File: src/source/icache_pkg.sv
package icache_pkg;

  // address and bus data width
  localparam int XLEN = 32;
  // instruction width
  localparam int ILEN = 32;

  // cache geometry, as log2 of words per line and of line count
  localparam int WORD_BITS = 3;
  localparam int LINE_BITS = 3;

  // data RAM index is the line number followed by the word offset
  localparam int RAM_ADDR_BITS = LINE_BITS + WORD_BITS;

  // fully associative, so the tag is every address bit above the word offset
  localparam int TAG_BITS = XLEN - 2 - WORD_BITS;

  localparam int LINE_COUNT = 2 ** LINE_BITS;
  localparam int LINE_WORDS = 2 ** WORD_BITS;

  // refill sequencing in the controller
  // ARB waits for the bus grant, READ runs the word beats,
  // COMMIT validates the new tag, ABORT closes out a bus error
  typedef enum logic [2:0] {
    IDLE   = 3'd0,
    ARB    = 3'd1,
    READ   = 3'd2,
    COMMIT = 3'd3,
    ABORT  = 3'd4
  } refill_state_e;

endpackage

File: src/source/icache_refill_if.sv
`timescale 1ns/1ps

interface icache_refill_if;

  // victim line and word index of the current beat
  logic [icache_pkg::LINE_BITS-1:0] line;
  logic [icache_pkg::WORD_BITS-1:0] word;

  // RAM write port of the refill
  logic                             wr;
  logic [icache_pkg::XLEN-1:0]      wdata;

  // tag of the missing address, latched by the controller
  logic [icache_pkg::TAG_BITS-1:0]  tag;

  // sequencing pulses
  logic                             start;
  logic                             done;
  logic                             abort;
  logic                             commit;

  modport ctrl (output start, output commit, output tag, input done, input abort);

  modport bus (
    input  start, input line, input tag,
    output word, output wr, output wdata, output done, output abort
  );

  modport tags (input commit, input tag, output line);

  modport ram (input line, input word, input wr, input wdata);

endinterface

File: src/source/icache_tag_store.sv
`timescale 1ns/1ps

module icache_tag_store (
  input  logic                             clk_i,
  input  logic                             reset_i,

  // tag field of the fetch address
  input  logic [icache_pkg::TAG_BITS-1:0]  lookup_tag_i,
  output logic                             hit_o,
  output logic [icache_pkg::LINE_BITS-1:0] hit_line_o,

  icache_refill_if.tags                    refill
);

  logic [icache_pkg::LINE_COUNT-1:0] valid_q;
  logic [icache_pkg::TAG_BITS-1:0]   tag_q [icache_pkg::LINE_COUNT];

  // round-robin pointer to the line the next refill replaces
  logic [icache_pkg::LINE_BITS-1:0]  victim_q;

  // per-line match vector
  logic [icache_pkg::LINE_COUNT-1:0] match;

  always_comb begin
    for (int i = 0; i < icache_pkg::LINE_COUNT; i++) begin
      match[i] = valid_q[i] && (tag_q[i] == lookup_tag_i);
    end
  end

  assign hit_o = |match;

  // a tag is only ever held by one valid line, so the encoder
  // never sees more than one bit set
  always_comb begin
    hit_line_o = '0;
    for (int i = 0; i < icache_pkg::LINE_COUNT; i++) begin
      if (match[i]) begin
        hit_line_o = i[icache_pkg::LINE_BITS-1:0];
      end
    end
  end

  // the victim stays put for the whole refill, so the data RAM
  // writes go to the same line that commit later validates
  assign refill.line = victim_q;

  always_ff @(posedge clk_i) begin
    if (reset_i) begin
      valid_q  <= '0;
      victim_q <= '0;
    end else if (refill.commit) begin
      valid_q[victim_q] <= 1'b1;
      victim_q          <= victim_q + 1'b1;
    end
  end

  // refill tag lands in the victim line on commit
  always_ff @(posedge clk_i) begin
    if (refill.commit) begin
      tag_q[victim_q] <= refill.tag;
    end
  end

endmodule

File: src/source/icache_data_ram.sv
`timescale 1ns/1ps

module icache_data_ram (
  input  logic                             clk_i,

  // read port addressed by the hit line and the word offset
  input  logic                             rd_en_i,
  input  logic [icache_pkg::LINE_BITS-1:0] rd_line_i,
  input  logic [icache_pkg::WORD_BITS-1:0] rd_word_i,
  output logic [icache_pkg::ILEN-1:0]      data_o,

  icache_refill_if.ram                     refill
);

  // every line of the cache, word by word
  logic [icache_pkg::ILEN-1:0]          mem [icache_pkg::LINE_COUNT * icache_pkg::LINE_WORDS];
  logic [icache_pkg::RAM_ADDR_BITS-1:0] rd_addr;
  logic [icache_pkg::RAM_ADDR_BITS-1:0] wr_addr;

  assign rd_addr = {rd_line_i, rd_word_i};
  assign wr_addr = {refill.line, refill.word};

  // write port takes one word per acknowledged beat
  always_ff @(posedge clk_i) begin
    if (refill.wr) begin
      mem[wr_addr] <= refill.wdata;
    end
  end

  // output register only loads on a hit, so the last
  // instruction stays visible while a refill runs
  always_ff @(posedge clk_i) begin
    if (rd_en_i) begin
      data_o <= mem[rd_addr];
    end
  end

endmodule

File: src/source/icache_refill_ctrl.sv
`timescale 1ns/1ps

module icache_refill_ctrl (
  input  logic                         clk_i,
  input  logic                         reset_i,

  // core side
  input  logic                         advance_i,
  input  logic [icache_pkg::XLEN-1:0]  addr_i,
  output logic                         busy_o,
  output logic                         misaligned_o,
  output logic                         fetch_err_o,

  // lookup result from the tag store
  input  logic                         hit_i,

  // bus arbiter
  output logic                         ctrl_req_o,
  input  logic                         ctrl_grant_i,

  // loads the data RAM output register
  output logic                         ram_rd_o,

  icache_refill_if.ctrl                refill
);

  icache_pkg::refill_state_e          state_q;
  logic [icache_pkg::TAG_BITS-1:0]    tag_q;

  logic lookup;
  logic misaligned;
  logic miss;

  // an advance only counts while no refill is pending
  assign lookup     = advance_i & ~busy_o;
  assign misaligned = |addr_i[1:0];
  assign miss       = lookup & ~misaligned & ~hit_i;
  assign ram_rd_o   = lookup & ~misaligned & hit_i;

  // start fires on the grant edge, the bus master loads its address there
  assign refill.start  = (state_q == icache_pkg::ARB) & ctrl_grant_i;
  assign refill.commit = (state_q == icache_pkg::COMMIT);
  assign refill.tag    = tag_q;

  // word offset is not kept, a refill always runs from word zero
  always_ff @(posedge clk_i) begin
    if (miss) begin
      tag_q <= addr_i[icache_pkg::XLEN-1:icache_pkg::XLEN-icache_pkg::TAG_BITS];
    end
  end

  always_ff @(posedge clk_i) begin
    if (reset_i) begin
      state_q      <= icache_pkg::IDLE;
      busy_o       <= 1'b0;
      ctrl_req_o   <= 1'b0;
      misaligned_o <= 1'b0;
      fetch_err_o  <= 1'b0;
    end else begin
      // status pulses last a single cycle
      misaligned_o <= lookup & misaligned;
      fetch_err_o  <= 1'b0;

      case (state_q)
        // busy is already low in ABORT, so it accepts lookups like IDLE
        icache_pkg::IDLE,
        icache_pkg::ABORT: begin
          state_q <= icache_pkg::IDLE;
          if (miss) begin
            busy_o     <= 1'b1;
            ctrl_req_o <= 1'b1;
            state_q    <= icache_pkg::ARB;
          end
        end

        icache_pkg::ARB: begin
          if (ctrl_grant_i) begin
            state_q <= icache_pkg::READ;
          end
        end

        icache_pkg::READ: begin
          if (refill.abort) begin
            busy_o      <= 1'b0;
            ctrl_req_o  <= 1'b0;
            fetch_err_o <= 1'b1;
            state_q     <= icache_pkg::ABORT;
          end else if (refill.done) begin
            state_q <= icache_pkg::COMMIT;
          end
        end

        // tag store takes the commit on this edge, so the line hits
        // as soon as busy is seen low
        icache_pkg::COMMIT: begin
          busy_o     <= 1'b0;
          ctrl_req_o <= 1'b0;
          state_q    <= icache_pkg::IDLE;
        end

        default: begin
          state_q <= icache_pkg::IDLE;
        end
      endcase
    end
  end

endmodule

File: src/source/icache_bus_master.sv
`timescale 1ns/1ps

module icache_bus_master (
  input  logic                         clk_i,
  input  logic                         reset_i,

  // Wishbone classic master
  input  logic [icache_pkg::XLEN-1:0]  master_dat_i,
  input  logic                         ack_i,
  input  logic                         err_i,
  output logic [icache_pkg::XLEN-3:0]  adr_o,
  output logic                         stb_o,
  output logic                         cyc_o,
  output logic [3:0]                   sel_o,

  icache_refill_if.bus                 refill
);

  logic [icache_pkg::XLEN-3:0]      adr_q;
  logic [icache_pkg::WORD_BITS-1:0] word_q;
  logic                             stb_q;
  logic                             done_q;
  logic                             abort_q;
  logic                             beat;

  // err takes priority if a slave raises both
  assign beat = stb_q & ack_i & ~err_i;

  // whole-word fetches only
  assign sel_o = 4'b1111;
  assign stb_o = stb_q;
  assign cyc_o = stb_q;
  assign adr_o = adr_q;

  assign refill.word  = word_q;
  assign refill.wr    = beat;
  assign refill.wdata = master_dat_i;
  assign refill.done  = done_q;
  assign refill.abort = abort_q;

  always_ff @(posedge clk_i) begin
    if (reset_i) begin
      stb_q   <= 1'b0;
      done_q  <= 1'b0;
      abort_q <= 1'b0;
    end else begin
      done_q  <= 1'b0;
      abort_q <= 1'b0;
      if (refill.start) begin
        stb_q <= 1'b1;
      end else if (stb_q && err_i) begin
        stb_q   <= 1'b0;
        abort_q <= 1'b1;
      end else if (beat && (&word_q)) begin
        // last word of the line
        stb_q  <= 1'b0;
        done_q <= 1'b1;
      end
    end
  end

  // line base is the tag with a zero word offset
  always_ff @(posedge clk_i) begin
    if (refill.start) begin
      adr_q  <= {refill.tag, {icache_pkg::WORD_BITS{1'b0}}};
      word_q <= '0;
    end else if (beat) begin
      adr_q  <= adr_q + 1'b1;
      word_q <= word_q + 1'b1;
    end
  end

endmodule

File: src/source/icache_top.sv
`timescale 1ns/1ps

module icache_top (
  input  logic                         clk_i,
  input  logic                         reset_i,

  // core fetch port
  input  logic                         advance_i,
  input  logic [icache_pkg::XLEN-1:0]  addr_i,
  output logic                         busy_o,
  output logic [icache_pkg::ILEN-1:0]  instruction_o,
  output logic                         misaligned_o,
  output logic                         fetch_err_o,

  // bus arbiter
  output logic                         ctrl_req_o,
  input  logic                         ctrl_grant_i,

  // Wishbone classic master
  input  logic [icache_pkg::XLEN-1:0]  master_dat_i,
  input  logic                         ack_i,
  input  logic                         err_i,
  output logic [icache_pkg::XLEN-1:2]  adr_o,
  output logic                         cyc_o,
  output logic                         stb_o,
  output logic [3:0]                   sel_o
);

  icache_refill_if refill_if ();

  logic                             hit;
  logic [icache_pkg::LINE_BITS-1:0] hit_line;
  logic                             ram_rd;
  logic [icache_pkg::TAG_BITS-1:0]  lookup_tag;
  logic [icache_pkg::WORD_BITS-1:0] word_offset;

  // fetch address split into tag and word offset, byte bits are ignored
  assign lookup_tag  = addr_i[icache_pkg::XLEN-1:icache_pkg::XLEN-icache_pkg::TAG_BITS];
  assign word_offset = addr_i[icache_pkg::WORD_BITS+1:2];

  icache_refill_ctrl icache_refill_ctrl_inst (
    .clk_i        (clk_i),
    .reset_i      (reset_i),
    .advance_i    (advance_i),
    .addr_i       (addr_i),
    .busy_o       (busy_o),
    .misaligned_o (misaligned_o),
    .fetch_err_o  (fetch_err_o),
    .hit_i        (hit),
    .ctrl_req_o   (ctrl_req_o),
    .ctrl_grant_i (ctrl_grant_i),
    .ram_rd_o     (ram_rd),
    .refill       (refill_if.ctrl)
  );

  icache_tag_store icache_tag_store_inst (
    .clk_i        (clk_i),
    .reset_i      (reset_i),
    .lookup_tag_i (lookup_tag),
    .hit_o        (hit),
    .hit_line_o   (hit_line),
    .refill       (refill_if.tags)
  );

  icache_data_ram icache_data_ram_inst (
    .clk_i     (clk_i),
    .rd_en_i   (ram_rd),
    .rd_line_i (hit_line),
    .rd_word_i (word_offset),
    .data_o    (instruction_o),
    .refill    (refill_if.ram)
  );

  icache_bus_master icache_bus_master_inst (
    .clk_i        (clk_i),
    .reset_i      (reset_i),
    .master_dat_i (master_dat_i),
    .ack_i        (ack_i),
    .err_i        (err_i),
    .adr_o        (adr_o),
    .stb_o        (stb_o),
    .cyc_o        (cyc_o),
    .sel_o        (sel_o),
    .refill       (refill_if.bus)
  );

endmodule

File: config.mk
export PLATFORM = sky130hd
export DESIGN_NAME = icache_top
export DESIGN_NICKNAME = d
export VERILOG_FILES = /design/src/source/icache_pkg.sv /design/src/source/icache_refill_if.sv /design/src/source/icache_tag_store.sv /design/src/source/icache_data_ram.sv /design/src/source/icache_refill_ctrl.sv /design/src/source/icache_bus_master.sv /design/src/source/icache_top.sv
export SDC_FILE = /design/constraint.sdc
export NUM_CORES = 2
export LEC_CHECK = 0
export BUFFER_PORTS_ARGS = -buffer_cell sky130_fd_sc_hd__buf_4
export CAP_MARGIN = 20
export CORE_MARGIN = 1.5
export CORE_UTILIZATION = 40
export DETAILED_ROUTE_END_ITERATION = 7
export SLEW_MARGIN = 20
export SYNTH_ARGS = -nofsm -noshare
export SYNTH_HDL_FRONTEND = slang
export SYNTH_SLANG_ARGS = --single-unit
File: constraint.sdc
create_clock -name clk_i -period 5.6 [get_ports clk_i]
set_input_delay 0.28 -clock clk_i [delete_from_list [all_inputs] [get_ports clk_i]]
set_output_delay 0.28 -clock clk_i [all_outputs]
set_load 0.005 [all_outputs]
==> metrics.md <==
| Metric | Value |
|---|---|
| Setup crit end kind | `flop` |
| Die Wd | `487 um` |
| Port Buffers | `137` |
| Post-cts sizing count | `0` |
| Final instance area | `107000 um^2` |
| Most common cell in the netlist | `edfxtp_1` |
| Die area | `237000 um^2` |
| Post-Synth Simple-Gate Area | `3.53%` |
| Status | `completed` |
| Core box area | `233000 um^2` |
| Worst-margin pin slew | `1.10 ns` |
| Yosys warning total | `0` |
| Leak | `33.2 nW` |
| Io pins | `142` |
| Worst-path maximum fanout | `52` |
| Routed via count | `47100` |
| Post-synthesis mux area share | `14.8%` |
| Post-DP Area | `99200 um^2` |
| Critical-path cell list | `xnor2_1 -> nand4_1 -> or4_1 -> or4_1 -> o211a_1 -> o21ai_4 -> buf_12 -> mux2i_1 -> nor3b_1 -> a31oi_1` |
| Num rows | `177` |
| RSZ-0062 raised after global routing | `no` |
| Via density | `5.83` |
| Worst skew pair latency | `0.89 ns` |
| TritonRoute pass-1 iters | `5` |
| Final nets | `4923` |
| Minimum clock period | `4.76 ns` |
| Cell mode on critical path | `or4_1` |
| Area Growth Syn to Fin | `14.7%` |
| Post-Synth XOR/XNOR Area | `2.34%` |
| Initial Util | `40.2%` |
| Synth Cell Area | `93500 um^2` |
| Yosys top cell by area | `edfxtp_1` |
| Main synth FF type | `edfxtp_1` |
| Slowest CP cell | `nor3b_1` |
| Routed Antenna Nets | `0` |
| Pwr/cell area | `342 nW/um^2` |
| Max incr delay on CP | `0.83 ns` |
| H-tree Lvls | `4` |
| Setup violations, final | `0` |
| Total GRT Usage | `21.3%` |
| Worst Clk Skew | `0.0961 ns` |
| Final period utilization | `84.9%` |
| CTS Sinks | `2376` |
| Critical path class | `flop to flop` |
| Pin count of the biggest net entering global routing | `127` |
| Die Height | `487 um` |
| Main combinational cell family by area after synthesis | `multiplexers` |
| Netlist cell types | `55` |
| Cell family with most CP delay | `simple AND/OR/NAND/NOR gates` |
| Setup tns final | `0 ns` |
| Worst EP required | `6.16 ns` |
| Post-DP HPWL | `151 mm` |
| EDFF count, synth | `2350` |
| Post-Synthesis Cells | `4528` |
| Fin. Hold Viols | `0` |
| Cts bufs inserted | `235` |
| Synthesized flop and latch total | `2376` |
| Pins Over Slew Limit | `0` |
| Worst slew margin | `26.3%` |
| Share of layout cells above drive strength 1 | `25.0%` |
| Sequential share of the synthesized area | `76.0%` |
| Proportion of netlist area held by the largest area contributor | `75.4%` |
| Synth top area cells | `edfxtp_1 75%, mux4_2 12%, mux2i_1 2.1%` |
| Synth Area in Adders | `0.0535%` |
| CTS tree | `built` |
| Worst min path class | `input port to flop` |
| Routed WL | `254 mm` |
| Clk slew on worst S/H paths | `0.07 ns` |
| Wire length of the first global-routing pass | `358 mm` |
| Data arrival time of the critical path | `5.31 ns` |
| Clock buffer depth | `3` |
| DRT iter0 DRCs | `5497` |
| Asr flop ratio synth | `0%` |
| DRC | `0` |
| Vias in the first global route | `46300` |
| WP buf/inv | `1` |
| VDD IR-drop max | `310 uV` |
| DR WL/cell | `31.4 um` |
| Fmax | `0.210 GHz` |
| Root Driver | `clkbuf_16` |
| Syn Area/Cell | `20.7 um^2` |
| GRT Residual Overflow | `0` |
| Synth Area in Compound Gates | `1.96%` |
| GPL Wtd Cong | `0.858` |
| Max-cap violations | `0` |
| Post-synth top cells | `2350 x edfxtp_1, 512 x mux4_2, 192 x mux2i_1` |
| Initial antenna violation count | `10` |
| Setup crit start kind | `flop` |
[final cells by class]
class,instances,area (um^2)
Antenna cell,3,7.51
Clock buffer,284,6090
Clock inverter,145,1410
Fill cell,19300,125000
Inverter,4,15.0
Multi-Input combinational cell,1871,21800
Sequential cell,2376,71100
Tap cell,3043,3810
Timing Repair Buffer,361,3090
[kinds of logic (layout without fill, tap and decap cells)]
kind of cell / Yosys count / in the layout
and+or+nand+nor: 607 / 607
xor gates and xnor gates: 248 / 248
other: 1 / 7
DFF: 2376 / 2376
muxes: 737 / 737
adders and majority gates: 4 / 4
AOI/OAI and AO/OA: 271 / 271
buffers and inverters: 284 / 794
[layer usage]
layer	vias to the layer above	share of wire, %	global-route usage (%)
li1	19500	-	-
met1	25300	43	31.4
met2	2001	47	33.2
met3	301	7.8	3.57
met4	0	2.4	5.35
met5	-	0	0
[state kept, by name (all words and copies together) (netlist names)]
name,cells
icache_bus_master_inst.adr_o,30
icache_bus_master_inst.cyc_o,1
icache_bus_master_inst.refill.abort,1
icache_bus_master_inst.refill.done,1
icache_bus_master_inst.refill.word,3
icache_data_ram_inst.data_o,32
icache_data_ram_inst.mem,2048
icache_refill_ctrl_inst.busy_o,1
icache_refill_ctrl_inst.fetch_err_o,1
icache_refill_ctrl_inst.misaligned_o,1
icache_refill_ctrl_inst.refill.tag,27
icache_refill_ctrl_inst.state_q,3
icache_tag_store_inst.refill.line,3
icache_tag_store_inst.tag_q,216
icache_tag_store_inst.valid_q,8
[report_power, final]
| part | internal (mW) | switching [mW] |
|---|---|---|
| sequential | 19.5 | 0.0422 |
| combinational | 0.607 | 1.04 |
| clock | 8.61 | 6.81 |
| total | 28.8 | 7.90 |
[worst paths after layout]
check	slack [ns]	cells after the start	from	endpoint
setup / recovery	0.84	10	icache_tag_store_inst.tag_q[1][13]	icache_data_ram_inst.data_o[3]
hold / removal	0.03	1	master_dat_i[17]	icache_data_ram_inst.mem[50][17]
setup reg to reg	0.84	10	icache_tag_store_inst.tag_q[1][13]	icache_data_ram_inst.data_o[3]
hold reg to reg	0.48	2	icache_tag_store_inst.valid_q[0]	icache_tag_store_inst.valid_q[0]
[worst register-to-register path, delay by kind of cell (launching register included)]
family          cells  cell delay, ns
compound gates      3            1.28
simple gates        4            1.90
mux                 1            0.19
buf+inv             1            0.39
flops               1            0.38
xor+xnor            1            0.28
[stage by stage]
step | total power [mW] | hold slack, ns | std cells | setup WS, ns | utilization (%)
floorplan | 20.8 | 0.379 | 4531 | 0.258 | -
global placement | 21.6 | 0.470 | 7594 | 0.909 | 42.7
detailed placement | 21.6 | 0.473 | 7594 | 0.866 | 42.7
CTS | 36.9 | 0.00464 | 8081 | 0.958 | 46.1
global route | 37.6 | 0.0259 | 8086 | 0.709 | 46.2
finish | 36.7 | 0.0332 | 8087 | 0.845 | 46.2
[cell usage in the layout (no fill, tap or decap), types with 33 or more instances in the layout]
cell type / netlist / layout
edfxtp_1: 2350 / 2350
mux4_2: 512 / 512
buf_4: 30 / 281
clkbuf_16: 0 / 236
mux2i_1: 192 / 192
xnor2_1: 139 / 139
xor2_1: 107 / 107
nor3_1: 105 / 105
nor2_4: 1 / 75
nand2_1: 72 / 71
a21oi_1: 70 / 70
nand2b_1: 69 / 68
nor4_1: 69 / 68
nand4_1: 66 / 66
a31oi_1: 64 / 64
o221ai_1: 64 / 64
clkinv_1: 0 / 59
dlygate4sd3_1: 0 / 59
clkinv_2: 0 / 48
clkbuf_1: 161 / 48
nor2_1: 119 / 46
mux2_2: 33 / 33
[what timing repair did]
item                       in CTS  in global routing
hold buffers                   58                  1
buffers inserted                0                  0
hold endpoints to repair      497                  7
setup endpoints to repair       0                  0
No activity file was read; power rests on OpenSTA's default activity.
